## config.mk

```make
export PLATFORM = sky130hd
export DESIGN_NAME = dds_modulator_top
export DESIGN_NICKNAME = d
export VERILOG_FILES = /design/src/hw/dds_pkg.sv /design/src/hw/dds_ctrl_if.sv /design/src/hw/dds_modulator_top.sv /design/src/hw/modulation_control.sv /design/src/hw/phase_accumulator.sv /design/src/hw/symbol_modulator.sv /design/src/hw/wave_lookup.sv
export SDC_FILE = /design/constraint.sdc
export NUM_CORES = 1
export LEC_CHECK = 0
export BUFFER_PORTS_ARGS = -buffer_cell sky130_fd_sc_hd__buf_2
export CELL_PAD_IN_SITES_DETAIL_PLACEMENT = 1
export CELL_PAD_IN_SITES_GLOBAL_PLACEMENT = 1
export CORE_MARGIN = 1
export CORE_UTILIZATION = 40
export DETAILED_ROUTE_END_ITERATION = 10
export HOLD_SLACK_MARGIN = 0.12
export PLACE_DENSITY = 0.73
export SYNTH_ARGS = -nofsm -noshare
export SYNTH_HDL_FRONTEND = slang
export SYNTH_HIERARCHICAL = 1
export SYNTH_SLANG_ARGS = --single-unit
```

## constraint.sdc

```tcl
create_clock -name CLK_25MHZ -period 2.7 [get_ports CLK_25MHZ]
set_input_delay 0.54 -clock CLK_25MHZ [delete_from_list [all_inputs] [get_ports CLK_25MHZ]]
set_output_delay 0.54 -clock CLK_25MHZ [all_outputs]
set_load 0.01 [all_outputs]
```

## src/hw/sine_lut.hex

```
// one signed 12-bit sample per line, two's complement hex, index 0 to 63
000
0C9
18F
252
30F
3C5
471
513
5A7
62E
6A6
70D
763
7A7
7D8
7F5
7FF
7F5
7D8
7A7
763
70D
6A6
62E
5A7
513
471
3C5
30F
252
18F
0C9
000
F37
E71
DAE
CF1
C3B
B8F
AED
A59
9D2
95A
8F3
89D
859
828
80B
801
80B
828
859
89D
8F3
95A
9D2
A59
AED
B8F
C3B
CF1
DAE
E71
F37

```

## src/hw/dds_pkg.sv

```systemverilog
`default_nettype none

package dds_pkg;

   //////////////////// widths
   typedef logic [31:0] phase_t;          // phase and frequency word
   typedef logic signed [11:0] sample_t;  // two's complement sample

   localparam int lut_addr_bits = 6;      // top phase bits into the sine table
   localparam int cos_offset = 16;        // quarter period in table entries

   localparam sample_t full_scale = 12'sd2047;

   //////////////////// selectors
   typedef enum logic [1:0] {
      wave_sin,
      wave_cos,
      wave_saw,
      wave_square
   } wave_e;

   typedef enum logic [1:0] {
      mod_ask,
      mod_fsk,
      mod_bpsk,
      mod_lfsr
   } mod_e;

   //////////////////// lfsr for x^5 + x^3 + 1
   localparam logic [4:0] lfsr_seed = 5'b00001;
   localparam logic [4:0] lfsr_taps = 5'b10100;  // bit4 xor bit2

endpackage

`default_nettype wire

```

## src/hw/dds_ctrl_if.sv

```systemverilog
`timescale 1ns/10ps
`default_nettype none

interface dds_ctrl_if import dds_pkg::*; ();

   phase_t phase_inc;    // step for the phase register
   logic   data_bit;     // current symbol bit
   mod_e   mode;         // registered modulation mode
   logic   symbol_tick;  // one cycle per symbol period

   modport ctrl (
      output phase_inc,
      output data_bit,
      output mode,
      output symbol_tick
   );

   modport accum (
      input phase_inc
   );

   modport modulate (
      input data_bit,
      input mode
   );

endinterface

`default_nettype wire

```

## src/hw/dds_modulator_top.sv

```systemverilog
`timescale 1ns/10ps
`default_nettype none

module dds_modulator_top import dds_pkg::*; #(
   parameter int symbol_cycles = 16
) (
   input  wire logic         CLK_25MHZ,
   input  wire logic         reset_from_key,
   input  wire logic [31:0]  freq_word,
   input  wire logic [1:0]   wave_sel,
   input  wire logic [1:0]   mod_sel,
   output logic [11:0]       carrier_out,
   output logic [11:0]       modulated_out,
   output logic              data_bit,
   output logic              symbol_tick
);

   dds_ctrl_if ctrl_bus ();

   phase_t  phase;
   sample_t carrier;
   sample_t modulated;

   //////////////////// control
   modulation_control #(
      .symbol_cycles (symbol_cycles)
   ) modulation_control_i (
      .CLK_25MHZ      (CLK_25MHZ),
      .reset_from_key (reset_from_key),
      .freq_word      (phase_t'(freq_word)),
      .mod_sel        (mod_e'(mod_sel)),
      .ctrl           (ctrl_bus.ctrl)
   );

   //////////////////// datapath
   phase_accumulator phase_accumulator_i (
      .CLK_25MHZ      (CLK_25MHZ),
      .reset_from_key (reset_from_key),
      .ctrl           (ctrl_bus.accum),
      .phase          (phase)
   );

   wave_lookup wave_lookup_i (
      .CLK_25MHZ      (CLK_25MHZ),
      .reset_from_key (reset_from_key),
      .phase          (phase),
      .wave_sel       (wave_e'(wave_sel)),
      .carrier        (carrier)
   );

   symbol_modulator symbol_modulator_i (
      .CLK_25MHZ      (CLK_25MHZ),
      .reset_from_key (reset_from_key),
      .carrier        (carrier),
      .ctrl           (ctrl_bus.modulate),
      .modulated      (modulated)
   );

   //////////////////// outputs
   assign carrier_out   = carrier;
   assign modulated_out = modulated;
   assign data_bit      = ctrl_bus.data_bit;
   assign symbol_tick   = ctrl_bus.symbol_tick;

endmodule

`default_nettype wire

```

## src/hw/modulation_control.sv

```systemverilog
`timescale 1ns/10ps
`default_nettype none

module modulation_control import dds_pkg::*; #(
   parameter int symbol_cycles = 16
) (
   input  wire logic    CLK_25MHZ,
   input  wire logic    reset_from_key,
   input  wire phase_t  freq_word,
   input  wire mod_e    mod_sel,
   dds_ctrl_if.ctrl     ctrl
);

   localparam int cnt_bits = (symbol_cycles > 1) ? $clog2(symbol_cycles) : 1;
   localparam logic [cnt_bits-1:0] cnt_last = cnt_bits'(symbol_cycles - 1);

   logic [cnt_bits-1:0] symbol_cnt;
   logic                tick_q;
   logic [4:0]          lfsr;
   logic                lfsr_fb;
   mod_e                mode_q;

   //////////////////// symbol timing
   // tick goes high on the edge that closes each period
   always_ff @(posedge CLK_25MHZ)
   begin
      if (reset_from_key)
      begin
         symbol_cnt <= '0;
         tick_q     <= 1'b0;
      end
      else if (symbol_cnt == cnt_last)
      begin
         symbol_cnt <= '0;
         tick_q     <= 1'b1;
      end
      else
      begin
         symbol_cnt <= symbol_cnt + 1'b1;
         tick_q     <= 1'b0;
      end
   end

   //////////////////// data source
   assign lfsr_fb = ^(lfsr & lfsr_taps);

   always_ff @(posedge CLK_25MHZ)
   begin
      if (reset_from_key)
         lfsr <= lfsr_seed;
      else if (symbol_cnt == cnt_last)  // same edge as the tick
         lfsr <= {lfsr[3:0], lfsr_fb};
   end

   always_ff @(posedge CLK_25MHZ)
   begin
      if (reset_from_key)
         mode_q <= mod_ask;
      else
         mode_q <= mod_sel;
   end

   //////////////////// outputs
   assign ctrl.symbol_tick = tick_q;
   assign ctrl.data_bit    = lfsr[4];
   assign ctrl.mode        = mode_q;

   // a one bit doubles the carrier frequency in fsk
   always_comb
   begin
      if (mode_q == mod_fsk && lfsr[4])
         ctrl.phase_inc = freq_word << 1;
      else
         ctrl.phase_inc = freq_word;
   end

endmodule

`default_nettype wire

```

## src/hw/phase_accumulator.sv

```systemverilog
`timescale 1ns/10ps
`default_nettype none

module phase_accumulator import dds_pkg::*; (
   input  wire logic   CLK_25MHZ,
   input  wire logic   reset_from_key,
   dds_ctrl_if.accum   ctrl,
   output phase_t      phase
);

   phase_t phase_q;

   // wraps modulo 2^32 on its own
   always_ff @(posedge CLK_25MHZ)
   begin
      if (reset_from_key)
         phase_q <= '0;
      else
         phase_q <= phase_q + ctrl.phase_inc;
   end

   assign phase = phase_q;

endmodule

`default_nettype wire

```

## src/hw/symbol_modulator.sv

```systemverilog
`timescale 1ns/10ps
`default_nettype none

module symbol_modulator import dds_pkg::*; (
   input  wire logic     CLK_25MHZ,
   input  wire logic     reset_from_key,
   input  wire sample_t  carrier,
   dds_ctrl_if.modulate  ctrl,
   output sample_t       modulated
);

   sample_t mod_next;
   sample_t mod_q;

   always_comb
   begin
      case (ctrl.mode)
         mod_ask:  mod_next = ctrl.data_bit ? carrier : '0;        // on/off keying
         mod_fsk:  mod_next = carrier;  // frequency already shifted upstream
         mod_bpsk: mod_next = ctrl.data_bit ? carrier : -carrier;
         mod_lfsr: mod_next = ctrl.data_bit ? full_scale : -full_scale;
         default:  mod_next = '0;
      endcase
   end

   // one register stage after the carrier
   always_ff @(posedge CLK_25MHZ)
   begin
      if (reset_from_key)
         mod_q <= '0;
      else
         mod_q <= mod_next;
   end

   assign modulated = mod_q;

endmodule

`default_nettype wire

```

## src/hw/wave_lookup.sv

```systemverilog
`timescale 1ns/10ps
`default_nettype none

module wave_lookup import dds_pkg::*; (
   input  wire logic    CLK_25MHZ,
   input  wire logic    reset_from_key,
   input  wire phase_t  phase,
   input  wire wave_e   wave_sel,
   output sample_t      carrier
);

   localparam int lut_depth = 1 << lut_addr_bits;

   sample_t sine_table [0:lut_depth-1];

   logic [lut_addr_bits-1:0] sin_addr;
   logic [lut_addr_bits-1:0] cos_addr;
   sample_t                  sin_val;
   sample_t                  cos_val;
   sample_t                  saw_val;
   sample_t                  square_val;
   sample_t                  carrier_q;

   initial
   begin
      $readmemh("/design/src/hw/sine_lut.hex", sine_table);  // one full period
   end

   //////////////////// waveforms
   assign sin_addr = phase[31 -: lut_addr_bits];
   assign cos_addr = sin_addr + lut_addr_bits'(cos_offset);  // wraps in 6 bits

   assign sin_val    = sine_table[sin_addr];
   assign cos_val    = sine_table[cos_addr];
   assign saw_val    = sample_t'(phase[31:20]);                // top bits as signed
   assign square_val = phase[31] ? -full_scale : full_scale;

   //////////////////// carrier select
   always_ff @(posedge CLK_25MHZ)
   begin
      if (reset_from_key)
         carrier_q <= '0;
      else
      begin
         case (wave_sel)
            wave_sin:    carrier_q <= sin_val;
            wave_cos:    carrier_q <= cos_val;
            wave_saw:    carrier_q <= saw_val;
            wave_square: carrier_q <= square_val;
            default:     carrier_q <= '0;
         endcase
      end
   end

   assign carrier = carrier_q;

endmodule

`default_nettype wire

```

After elaboration in Yosys (flattened, before gate mapping):

Index checks and enable logic that the tools add are counted.

* flip-flop bits (word level): 68
* latch bits: 0
* bits in writable memories: 0
* memory bits (read-only): 0
* input bits: 38
* output and inout bits: 26
* word-level logic and storage cells: 30
* memories: 0

* add/sub/neg operators: 3
* multiply operators: 0
* divide/modulo/power cells: 0
* order comparisons: 0
* eq/ne operators: 7
* shift-type cells: 0
* muxes and demuxes: 8
* bitwise gates (word level): 0
* reductions and logical operators: 5

Operators with widths (count)
* $pmux W12 S4: 2
* $mux W12: 4
* $add A32 B32 Y32: 1
* $mux W32: 1
* $neg A12 Y12: 1
* $eq A2 B2 Y1 const B: 4
* $reduce_xor A5 Y1: 1
* $add A4 B1 Y4 const B: 1
* $eq A2 B1 Y1 const B: 2
* $eq A4 B4 Y1 const B: 1
* $logic_not A2 Y1: 2
* $reduce_or A2 Y1: 1
* $logic_and A1 B1 Y1: 1
* $mux W1: 1

Longest topological paths before layout:

Gate-level depths: netlist of the first run.

* word-level depth: 4
* depth in mapped cells: 11
* gate-level depth less buffers: 10

Hierarchy:

Netlist of the first run, hierarchy kept.

By module, submodules not included
* phase_accumulator: times used 1, cells each 343, area each 2691.3 µm²
* modulation_control: times used 1, cells each 68, area each 897.1 µm²
* symbol_modulator: times used 1, cells each 110, area each 829.5 µm²
* wave_lookup: times used 1, cells each 40, area each 462.9 µm²

Worst setup path after synthesis of the first run:

No wires, ideal clock.

* path kind: reg-to-reg
* from: reg modulation_control_i.lfsr[4]
* to: reg phase_accumulator_i.phase_q[30], in the netlist phase_accumulator_i/phase[30]
* library setup time: 0.062 ns
* arrival time: 2.973 ns
* slack: -0.335 ns
* cell stages (with the launch flop): 12
* path buffers: 1
* period minus slack after synthesis: 3.035 ns
* cell sequence: dfxtp_1 nand3b_4 buf_6 and2_1 ha_1 fa_1 a21o_1 a221oi_2 o311a_2 a211oi_2 or4_1 nand3_1

* word-level cells in the longest chain between the ends: 3

RTL lines
* from (decl): line modulation_control.sv:19 `logic [4:0] lfsr;`
* from (signal assigned): line modulation_control.sv:50 `lfsr <= lfsr_seed;`
* from (signal assigned): line modulation_control.sv:52 `lfsr <= {lfsr[3:0], lfsr_fb};`
* $logic_and A1 B1 Y1: line modulation_control.sv:71 `if (mode_q == mod_fsk && lfsr[4])`
* $mux W32: line modulation_control.sv:71
* via ctrl_bus.phase_inc[0]: line dds_ctrl_if.sv:6 `phase_t phase_inc;`
* $add A32 B32 Y32: line phase_accumulator.sv:19 `phase_q <= phase_q + ctrl.phase_inc;`
* to (signal assigned): line phase_accumulator.sv:19
* to (decl): line phase_accumulator.sv:11 `phase_t phase_q;`

The timed path passes the listed nets, and every way through them passes these cells.
A chain may end at the register's enable or synchronous reset.

Final worst setup path of the first run:

* from: reg modulation_control_i.mode_q[1], in the netlist modulation_control_i/ctrl.mode[1]
* to: reg phase_accumulator_i.phase_q[28], in the netlist phase_accumulator_i/phase[28]

* word-level cells in the longest chain between the ends: 4

RTL lines
* from (decl): line modulation_control.sv:21 `mod_e mode_q;`
* from (signal assigned): line modulation_control.sv:58 `mode_q <= mod_ask;`
* from (signal assigned): line modulation_control.sv:60 `mode_q <= mod_sel;`
* $eq A2 B1 Y1: line modulation_control.sv:71
* $logic_and A1 B1 Y1: line modulation_control.sv:71
* $mux W32: line modulation_control.sv:71
* via ctrl_bus.phase_inc[4]: line dds_ctrl_if.sv:6
* $add A32 B32 Y32: line phase_accumulator.sv:19

The timed path passes the listed nets, and every way through them passes these cells.

==> results.cfg, run 1 <==
[sta]
post-route-period-util_pct = 109
slew_headroom_pct = 53.8
setup_slack_ps = -231
worst_pin_slew_ps = 690
rsz0062_at_grt = yes
finalSetupViolations = 18
tns_ps = -1840
fmax_ghz = 0.341
finalHoldViolations = 0
skew_ps = 8.71
drv_slew = 0
min_period_ps = 2930

[setup_path]
crit_family = compound AO/OA/AOI/OAI gates
worstPathRequired_ps = 2920
crit_chain = nand3b_4 -> buf_12 -> buf_6 -> mux2_4 -> ha_4 -> a21o_1 -> buf_4 -> a221o_1 -> a21oi_4 -> o41ai_2 -> nor3_1 -> nor3_2
worst_ep_arrival_time_ps = 3160
r2r_slack_ps = -230
cp.buffers_inverters = 3
slowest_delay_ps = 400
end_kind = register
critPathSlowestCell = a221o_1
critPathLaunchType = register
critical_path_class = reg2reg
cp_max_fo = 7

[global_routing]
met1_usage_pct = 32.9
grt.total_usage_pct = 26.7
grt_pass1_wl_um = 26500
antenna_found_initial = 0
grt_max_degree = 33
met2_usage_pct = 45.9
busiest_layer = met2
gr-total-overflow = 0
grtUsageMet3_pct = 4.86
grt_pass1_vias = 5213

[place]
portBuffers = 63
hpwl_um = 11000
gp_congestion = 0.865
place_inst = 806

[run_status]
status = finished, violations left
violations = setup timing

[drt]
avgRoutedWirePerCell_um = 21.3
vias_per_cell = 6.06
drc = 0
vias = 5082
postRouteAntennaNets = 0
drtIter0Drc = 324
first_pass_iters = 5
drt-total-wl_um = 17900

[yosys]
synth_nets = 633
synth-xor-area-share_pct = 4.13
ys_seq_elements = 68
synth_async_sr_flop_share_pct = 0
synth_flop_cell = dfxtp_1
syn_inst = 561
synth_adder_area_share_pct = 8.87
synth_top_area_share_pct = 27.9
synth-edff-count = 0
synth_area_leaders = dfxtp_1 (28%), mux2_4 (8.9%), ha_1 (8.5%)
postSynthAreaPerCell_um2 = 8.70
yosys_warnings = 6
yosysTopAreaCell = dfxtp_1
syn_area_um2 = 4880
synth.area.mux_share_pct = 11.2
ys_types = 72
synth_compound_area_share_pct = 22.7
synth_top_family_by_area = compound AO/OA/AOI/OAI gates
ys_seq_area_share_pct = 27.9
synth_simple_gate_area_share_pct = 21.4

[clock_network]
cts_hold_buf = 0
cts_buffers = 9
h-tree-depth = 3
cts.clk_slew.worst_paths_ps = 70
clk-insertion-delay-late_ps = 350
cts.sinks = 68
cts_tree = done
cts-root-buf = clkbuf_16
clockBufferDepth = 2

[finish]
layoutNonFillerInstCount = 839
nets = 763
antennaDiodeCount = 0
fill_cells = 1327
final_cell_mix = buf_4 (76), dfxtp_1 (66), buf_2 (63)
synthToLayoutAreaGrowth_pct = 39.4
drive_gt1_share_pct = 43.2
mostFrequentLayoutCell = buf_4
multi_input_area_um2 = 3910
regArea_um2 = 1370

[floorplanning]
dieArea_um2 = 12600
rows = 39
initial_utilization_pct = 41.9
coreArea_um2 = 11700
die_x_um = 112
io-pin-count = 64
dieHeight_um = 112

[power_and_ir_drop]
power_density_nw_per_um2 = 1090
leakage_nw = 2.96
ir_drop_mv = 0.655

[job]
cap_violations = 0

[min_path]
hold_class = in2reg
==> power by group <==
part,total [mW],switching [mW],internal (mW)
Clock,1.14,0.497,0.645
Sequential,1.59,0.293,1.30
Combinational,4.67,2.42,2.25
==> final timing paths <==
kind	start	end	depth (start not counted)
worst max-delay path	modulation_control_i/ctrl.mode[1]	phase_accumulator_i/phase[28]	12
worst min-delay path	mod_sel[1]	modulation_control_i/ctrl.mode[1]	2
worst max register to register	modulation_control_i/ctrl.mode[1]	phase_accumulator_i/phase[28]	12
worst min register to register	modulation_control_i/symbol_cnt[0]	modulation_control_i/symbol_cnt[0]	1
==> final cells by class <==
class	instances	share of cell area, %
multi-input combinational	455	57.4
sequential	68	20.1
timing repair buffer	150	15.4
clock buffer	10	3.51
tap	143	2.63
clock inverter	6	0.570
inverter	7	0.386
==> registers in the layout (all words and copies together) (netlist names) <==
name and cells:
symbol_modulator_i/modulated 12, modulation_control_i/ctrl.mode 2, phase_accumulator_i/phase 32, modulation_control_i/ctrl.symbol_tick 1
modulation_control_i/symbol_cnt 4, modulation_control_i/lfsr 5, wave_lookup_i/carrier 12
==> Yosys cell counts, types with 3 or more instances <==
| cell | count |
|---|---|
| mux2_4 | 29 |
| nor2b_1 | 11 |
| o211ai_1 | 5 |
| nand3b_1 | 3 |
| a211oi_1 | 6 |
| o21bai_1 | 4 |
| xor2_1 | 10 |
| a22oi_1 | 4 |
| mux2i_1 | 3 |
| o21ai_0 | 29 |
| inv_1 | 7 |
| clkbuf_1 | 21 |
| nand2b_2 | 5 |
| mux2_2 | 5 |
| and2_1 | 8 |
| and3_1 | 6 |
| o21a_1 | 7 |
| o21ai_2 | 10 |
| nor2_1 | 50 |
| dfxtp_1 | 68 |
| ha_1 | 33 |
| and4_1 | 3 |
| nor4b_1 | 3 |
| a22o_1 | 4 |
| nand2b_1 | 11 |
| nand2_1 | 34 |
| a21oi_1 | 44 |
| buf_6 | 4 |
| buf_2 | 4 |
| a21o_1 | 11 |
| nand3_1 | 15 |
| nand4_1 | 12 |
| xnor2_1 | 13 |
| a31oi_1 | 9 |
| nor3_1 | 17 |
| o31ai_1 | 3 |
==> metal layers <==
layer	part of all wire (%)	vias up
met3	4.4	44
met4	2.8	0
met2	51	156
met1	42	2538
li1	-	2344
met5	0	-
==> timing repair <==
action,CTS,global route
pin swaps,26,22
setup endpoints to repair,19,23
setup buffers,14,5
cloned,1,0
hold endpoints to repair,0,0
resized for setup,58,45
==> kinds of logic (layout without fill, tap and decap cells) <==
family,after synthesis,count (layout)
simple gates,194,194
compound gates,165,165
xor+xnor,23,23
buf+inv,38,173
mux,39,39
flops,68,68
fa+ha+maj,34,34
==> per-stage QoR <==
step | instance area [um2] | util, % | hold slack, ps | power, mW | setup WS, ps
after floorplan | 4940 | - | 418 | 3.71 | -47.3
after global placement | 5810 | 49.8 | 433 | 4.96 | -181
after detailed placement | 5810 | 49.8 | 455 | 5.08 | -233
after CTS | 6540 | 56.1 | 428 | 6.73 | -110
after global routing | 6810 | 58.4 | 466 | 7.79 | -295
final | 6810 | 58.4 | 448 | 7.41 | -231
Note: power is estimated with default switching activity, not from simulation.
==> inputs of run 2 (changes only) <==
ABC_AREA = 1   (was default)
CORE_UTILIZATION = 37   (was 40)
PLACE_DENSITY = 0.74   (was 0.73)
SKIP_CTS_REPAIR_TIMING = 1   (was default)
SLEW_MARGIN = 20   (was default)
==> run 2 against run 1 <==
Compared with the run above:
- the flow now finishes without violations
- clock power increased by 9%
- synthesized cell count increased by 64%
- sequential power decreased by 9%
- critical path depth increased by 4
- via count increased by 12%
- maximum frequency increased by 19%
- power decreased by 27%
- setup slack improved by 460 ps
- clock skew increased by 1.2 ps
- sequential share of layout area increased by 1.7 points
- routed wire length decreased by 4.2%
- highest routed layer unchanged
==> results.cfg, run 2 <==
[run_status]
status = complete, no violations

[finish]
mostFrequentLayoutCell = nand2_1
drive_gt1_share_pct = 16.9
nets = 1063
antennaDiodeCount = 0
fill_cells = 2012
synthToLayoutAreaGrowth_pct = 15.7
final_cell_mix = nand2_1 (362), inv_1 (137), nor2_1 (73)
largest_reg_flops = 32

[global_routing]
grt_max_degree = 33
gr-total-overflow = 0
grt.total_usage_pct = 24.1
grt_pass1_vias = 5690
grt_pass1_wl_um = 28200
antenna_found_initial = 0

[floorplanning]
dieHeight_um = 123
io-pin-count = 64
rows = 43
dieArea_um2 = 15100
die_x_um = 123
initial_utilization_pct = 38.4
coreArea_um2 = 14100

[sta]
finalSetupViolations = 0
post-route-period-util_pct = 91.5
skew_ps = 9.95
tns_ps = 0
slew_headroom_pct = 65.9
drv_slew = 0
whs_ps = 426
fmax_ghz = 0.405
min_period_ps = 2470
finalHoldViolations = 0
worst_pin_slew_ps = 511

[place]
gp_congestion = 0.876
hpwl_um = 13500
portBuffers = 63

[clock_network]
clockBufferDepth = 2
cts_buffers = 9
cts.clk_slew.worst_paths_ps = 60
cts-root-buf = clkbuf_16
h-tree-depth = 3
cts.sinks = 68
clk-insertion-delay-late_ps = 350
cts_tree = done

[yosys]
synth_async_sr_flop_share_pct = 0
synth-edff-count = 0
syn_area_um2 = 5420
synth_top_area_share_pct = 25.2
ys_types = 35
ys_seq_area_share_pct = 25.1
yosysMostFrequentCell = nand2_1
syn_inst = 922
yosys_warnings = 6
synth_flop_cell = dfxtp_1
synth_area_leaders = nand2_1 (25%), dfxtp_1 (25%), inv_1 (9.5%)
yosysTopAreaCell = nand2_1
synth_nets = 994
ys_seq_elements = 68
postSynthAreaPerCell_um2 = 5.87
yosys-top-cells-count = nand2_1 (363), inv_1 (137), nor2_1 (75)

[drt]
drtIter0Drc = 350
drc = 0
first_pass_iters = 5
avgRoutedWirePerCell_um = 14.6
drt-total-wl_um = 17100
vias = 5680
vias_per_cell = 4.83
postRouteAntennaNets = 0

[setup_path]
critical_path_class = reg2reg
critPathLaunchType = register
cp_max_fo = 32
worstPathRequired_ps = 2940
worst_ep_arrival_time_ps = 2710
end_kind = register

[power_and_ir_drop]
ir_drop_mv = 0.312
leakage_nw = 3.55
power_density_nw_per_um2 = 869

[min_path]
hold_class = in2reg

[job]
cap_violations = 0
==> run 2: changes by cell type after synthesis, sizes merged, moves of 11 or more <==
| cell | change |
|---|---|
| nor2 | +38 |
| nor3 | -11 |
| nand3 | +48 |
| mux2 | -36 |
| a21oi | +11 |
| nand2b | -16 |
| o21ai | -16 |
| nor2b | -11 |
| nand2 | +349 |
| inv | +147 |
| clkbuf | -21 |
==> run 2: logic make-up after synthesis <==
family	Yosys count	share of synthesized area (%)
flip-flops	68	25.1
AO/OA/AOI/OAI	93	9.64
XOR/XNOR	3	0.485
AND/OR/NAND/NOR	555	43.9
adder cells (fa/ha/maj)	34	7.99
buffers and inverters	169	12.8
==> run 2: metrics by stage <==
stage	total power [mW]	instance area (um2)	utilization (%)	instances	worst slack, ps
3_3_place_gp	4.09	5920	42.0	1160	250
4_1_cts	5.45	6220	44.1	1176	129
3_5_place_dp	4.16	5920	42.0	1160	217
6_report	5.44	6260	44.4	1176	230
2_1_floorplan	3.38	5420	-	922	326
5_1_grt	5.94	6260	44.4	1176	-6.36
==> run 2: cell type report <==
class | instances | area (um2) | area share (%)
well taps | 180 | 225 | 3.59
clock buffers | 9 | 225 | 3.59
clock inverters | 7 | 75.1 | 1.20
multi-input cells | 685 | 3400 | 54.3
repair buffers | 71 | 392 | 6.25
flip-flops and latches | 68 | 1360 | 21.7
inverters | 156 | 586 | 9.35
==> run 2: routing by layer <==
metal  vias to the layer above  part of all wire [%]  global-route usage [%]
met4                         0                   2.2                    9.11
met2                       110                    47                    41.2
met5                         -                     0                       0
met3                        28                   3.6                    3.14
met1                      2565                    47                    30.8
li1                       2977                     -                       -
==> run 2: worst paths after layout <==
check                                                        from                           endpoint  slack, ps  cells past startpoint
worst max-delay path            modulation_control_i/ctrl.mode[0]      phase_accumulator_i/phase[31]        230                     16
worst min-delay path                                   mod_sel[0]  modulation_control_i/ctrl.mode[0]        430                      3
worst max register to register  modulation_control_i/ctrl.mode[0]      phase_accumulator_i/phase[31]        230                     16
worst min register to register       modulation_control_i/lfsr[1]       modulation_control_i/lfsr[2]        450                      2
==> run 2: critical path, cell delays in order (launching register included) <==
cell and delay, ps:
dfxtp_1 390, nand2_1 110, nor2_4 130, inv_2 60, buf_12 170, nand2_1 70
nand2_1 50, ha_1 360, nand2_1 140, nor2_2 140, nand3_1 120, nand2_2 160
nand2_2 60, nand2_2 130, nand2_2 80, a21oi_1 130, nor2_1 60
==> run 2: power by group <==
part	leakage [nW]	total, mW	internal (mW)	switching, mW
clock	0.150	1.24	0.722	0.520
combinational	2.84	2.75	0.932	1.82
sequential	0.562	1.45	1.25	0.196
==> inputs of run 3 (changes only) <==
PLACE_DENSITY = 0.85   (was 0.74)
==> run 3 against run 2 <==
Compared with the run above:
- design area decreased by 0.30%
- flip-flop and latch count unchanged
- first-iteration DRC count decreased by 15%
- critical endpoint is now phase_accumulator_i/phase[19]
- largest cell class unchanged
- largest power group unchanged
- highest routed layer unchanged
==> results.cfg, run 3 (synthesized netlist as in run 2, its figures left out) <==
[run_status]
status = complete, no violations

[setup_path]
critical_path_class = reg2reg
cp_max_fo = 32
r2r_cells = 16
r2r-end = phase_accumulator_i/phase[19]
reg2reg_from = modulation_control_i/ctrl.mode[0]
critPathSlowestCell = ha_1
cpMostUsedCell = nand2_1
slowest_delay_ps = 410
critPathLaunchType = register
cp-endpoint = phase_accumulator_i/phase[19]
crit_chain = nand2_1 -> nor2_4 -> inv_2 -> buf_12 -> nand2_1 -> nand2_1 -> ha_1 -> nor2_1 -> a21oi_1 -> nand3_1 -> nand3_2 -> nand2_1 -> nand2_1 -> nand2_1 -> nand2_1 -> nor2_1
r2r_slack_ps = 180
end_kind = register
worst_ep_arrival_time_ps = 2760
worstPathRequired_ps = 2940
startpoint = modulation_control_i/ctrl.mode[0]

[drt]
vias = 5865
vias_per_cell = 5.00
postRouteAntennaNets = 0
first_pass_iters = 5
drtIter0Drc = 299
drc = 0
avgRoutedWirePerCell_um = 14.6
drt-total-wl_um = 17100

[finish]
final_cell_mix = nand2_1 (363), inv_1 (137), nor2_1 (73)
fill_cells = 1992
largest_reg_flops = 32
regArea_um2 = 1360
antennaDiodeCount = 0
mostFrequentLayoutCell = nand2_1
multi_input_area_um2 = 3400
nets = 1061
synthToLayoutAreaGrowth_pct = 15.3
drive_gt1_share_pct = 16.4

[place]
hpwl_um = 13400
portBuffers = 63
gp_congestion = 0.891

[power_and_ir_drop]
power_frac_clock_pct = 22.4
switching_power_mw = 2.53
leakage_nw = 3.55
power_density_nw_per_um2 = 867
pwr-share-comb_pct = 50.9
ir_drop_mv = 0.335
internal_power_mw = 2.89
p_seq_share_pct = 26.7
power_mw = 5.42
p_sw_share_pct = 46.7

[clock_network]
cts_buffers = 9
cts-root-buf = clkbuf_16
h-tree-depth = 3
cts_tree = done
clockBufferDepth = 2
clk-insertion-delay-late_ps = 350
cts.clk_slew.worst_paths_ps = 60
cts.sinks = 68

[sta]
post-route-period-util_pct = 93.4
worst_pin_slew_ps = 703
slew_headroom_pct = 53.1
tns_ps = 0
min_period_ps = 2520
fmax_ghz = 0.397
finalSetupViolations = 0
rsz0062_at_grt = no
finalHoldViolations = 0
drv_slew = 0
skew_ps = 6.61

[global_routing]
grt_max_degree = 33
gr-total-overflow = 0
grt_pass1_vias = 5926
grt.total_usage_pct = 24.2
grt_pass1_wl_um = 28300
antenna_found_initial = 0

[floorplanning]
die_x_um = 123
io-pin-count = 64
dieArea_um2 = 15100
dieHeight_um = 123
rows = 43
initial_utilization_pct = 38.4
coreArea_um2 = 14100

[min_path]
min_from = mod_sel[0]
hold_class = in2reg

[job]
cap_violations = 0
[run 3: through the flow]
stage / hold WS, ps / std cells / setup slack (ps) / utilization, % / instance area [um2]
after global placement: 432 / 1158 / 231 / 41.9 / 5900
after detailed placement: 441 / 1158 / 167 / 41.9 / 5900
final: 411 / 1174 / 179 / 44.3 / 6250
after CTS: 401 / 1174 / 118 / 44.0 / 6200
after floorplan: 419 / 922 / 326 / - / 5420
after global routing: 416 / 1174 / 14.7 / 44.3 / 6250
[run 3: power groups by stage]
stage / sequential [mW] / clock (mW) / combinational [mW]
after floorplan: 1.41 / 0 / 1.97
after global placement: 1.46 / 0 / 2.58
after detailed placement: 1.46 / 0 / 2.67
after CTS: 1.44 / 1.24 / 2.70
after global routing: 1.47 / 1.28 / 3.13
final: 1.45 / 1.21 / 2.76
[run 3: worst max-delay path, delay by kind of cell (launching register included)]
| kind | cells | cell delay [ps] |
|---|---|---|
| simple gates | 12 | 1140 |
| buf+inv | 2 | 230 |
| flops | 1 | 380 |
| compound gates | 1 | 240 |
| fa+ha+maj | 1 | 410 |
[run 3: how the worst min path moves through the flow]
stage | endpoint | slack [ps] | cells after the start
after global placement | modulation_control_i/lfsr[1] | 430 | 2
after detailed placement | modulation_control_i/lfsr[1] | 440 | 2
after floorplan | modulation_control_i/lfsr[1] | 420 | 2
final | modulation_control_i/ctrl.mode[0] | 410 | 3
after CTS | modulation_control_i/ctrl.mode[0] | 400 | 3
after global routing | modulation_control_i/ctrl.mode[1] | 420 | 3
[run 3: cell type report]
| cell class | instances | share of cell area [%] |
|---|---|---|
| Clock inverter | 6 | 1.04 |
| Multi-Input combinational cell | 685 | 54.5 |
| Clock buffer | 10 | 3.67 |
| Sequential cell | 68 | 21.8 |
| Timing Repair Buffer | 69 | 6.03 |
| Tap cell | 180 | 3.61 |
| Inverter | 156 | 9.38 |
[run 3: metal layers]
| layer | vias to the layer above | track usage (%) | routed length (um) |
|---|---|---|---|
| met5 | - | 0 | 0 |
| met1 | 2769 | 29.1 | 7890 |
| met3 | 13 | 5.21 | 726 |
| li1 | 2974 | - | - |
| met4 | 0 | 5.57 | 213 |
| met2 | 109 | 43.7 | 8300 |
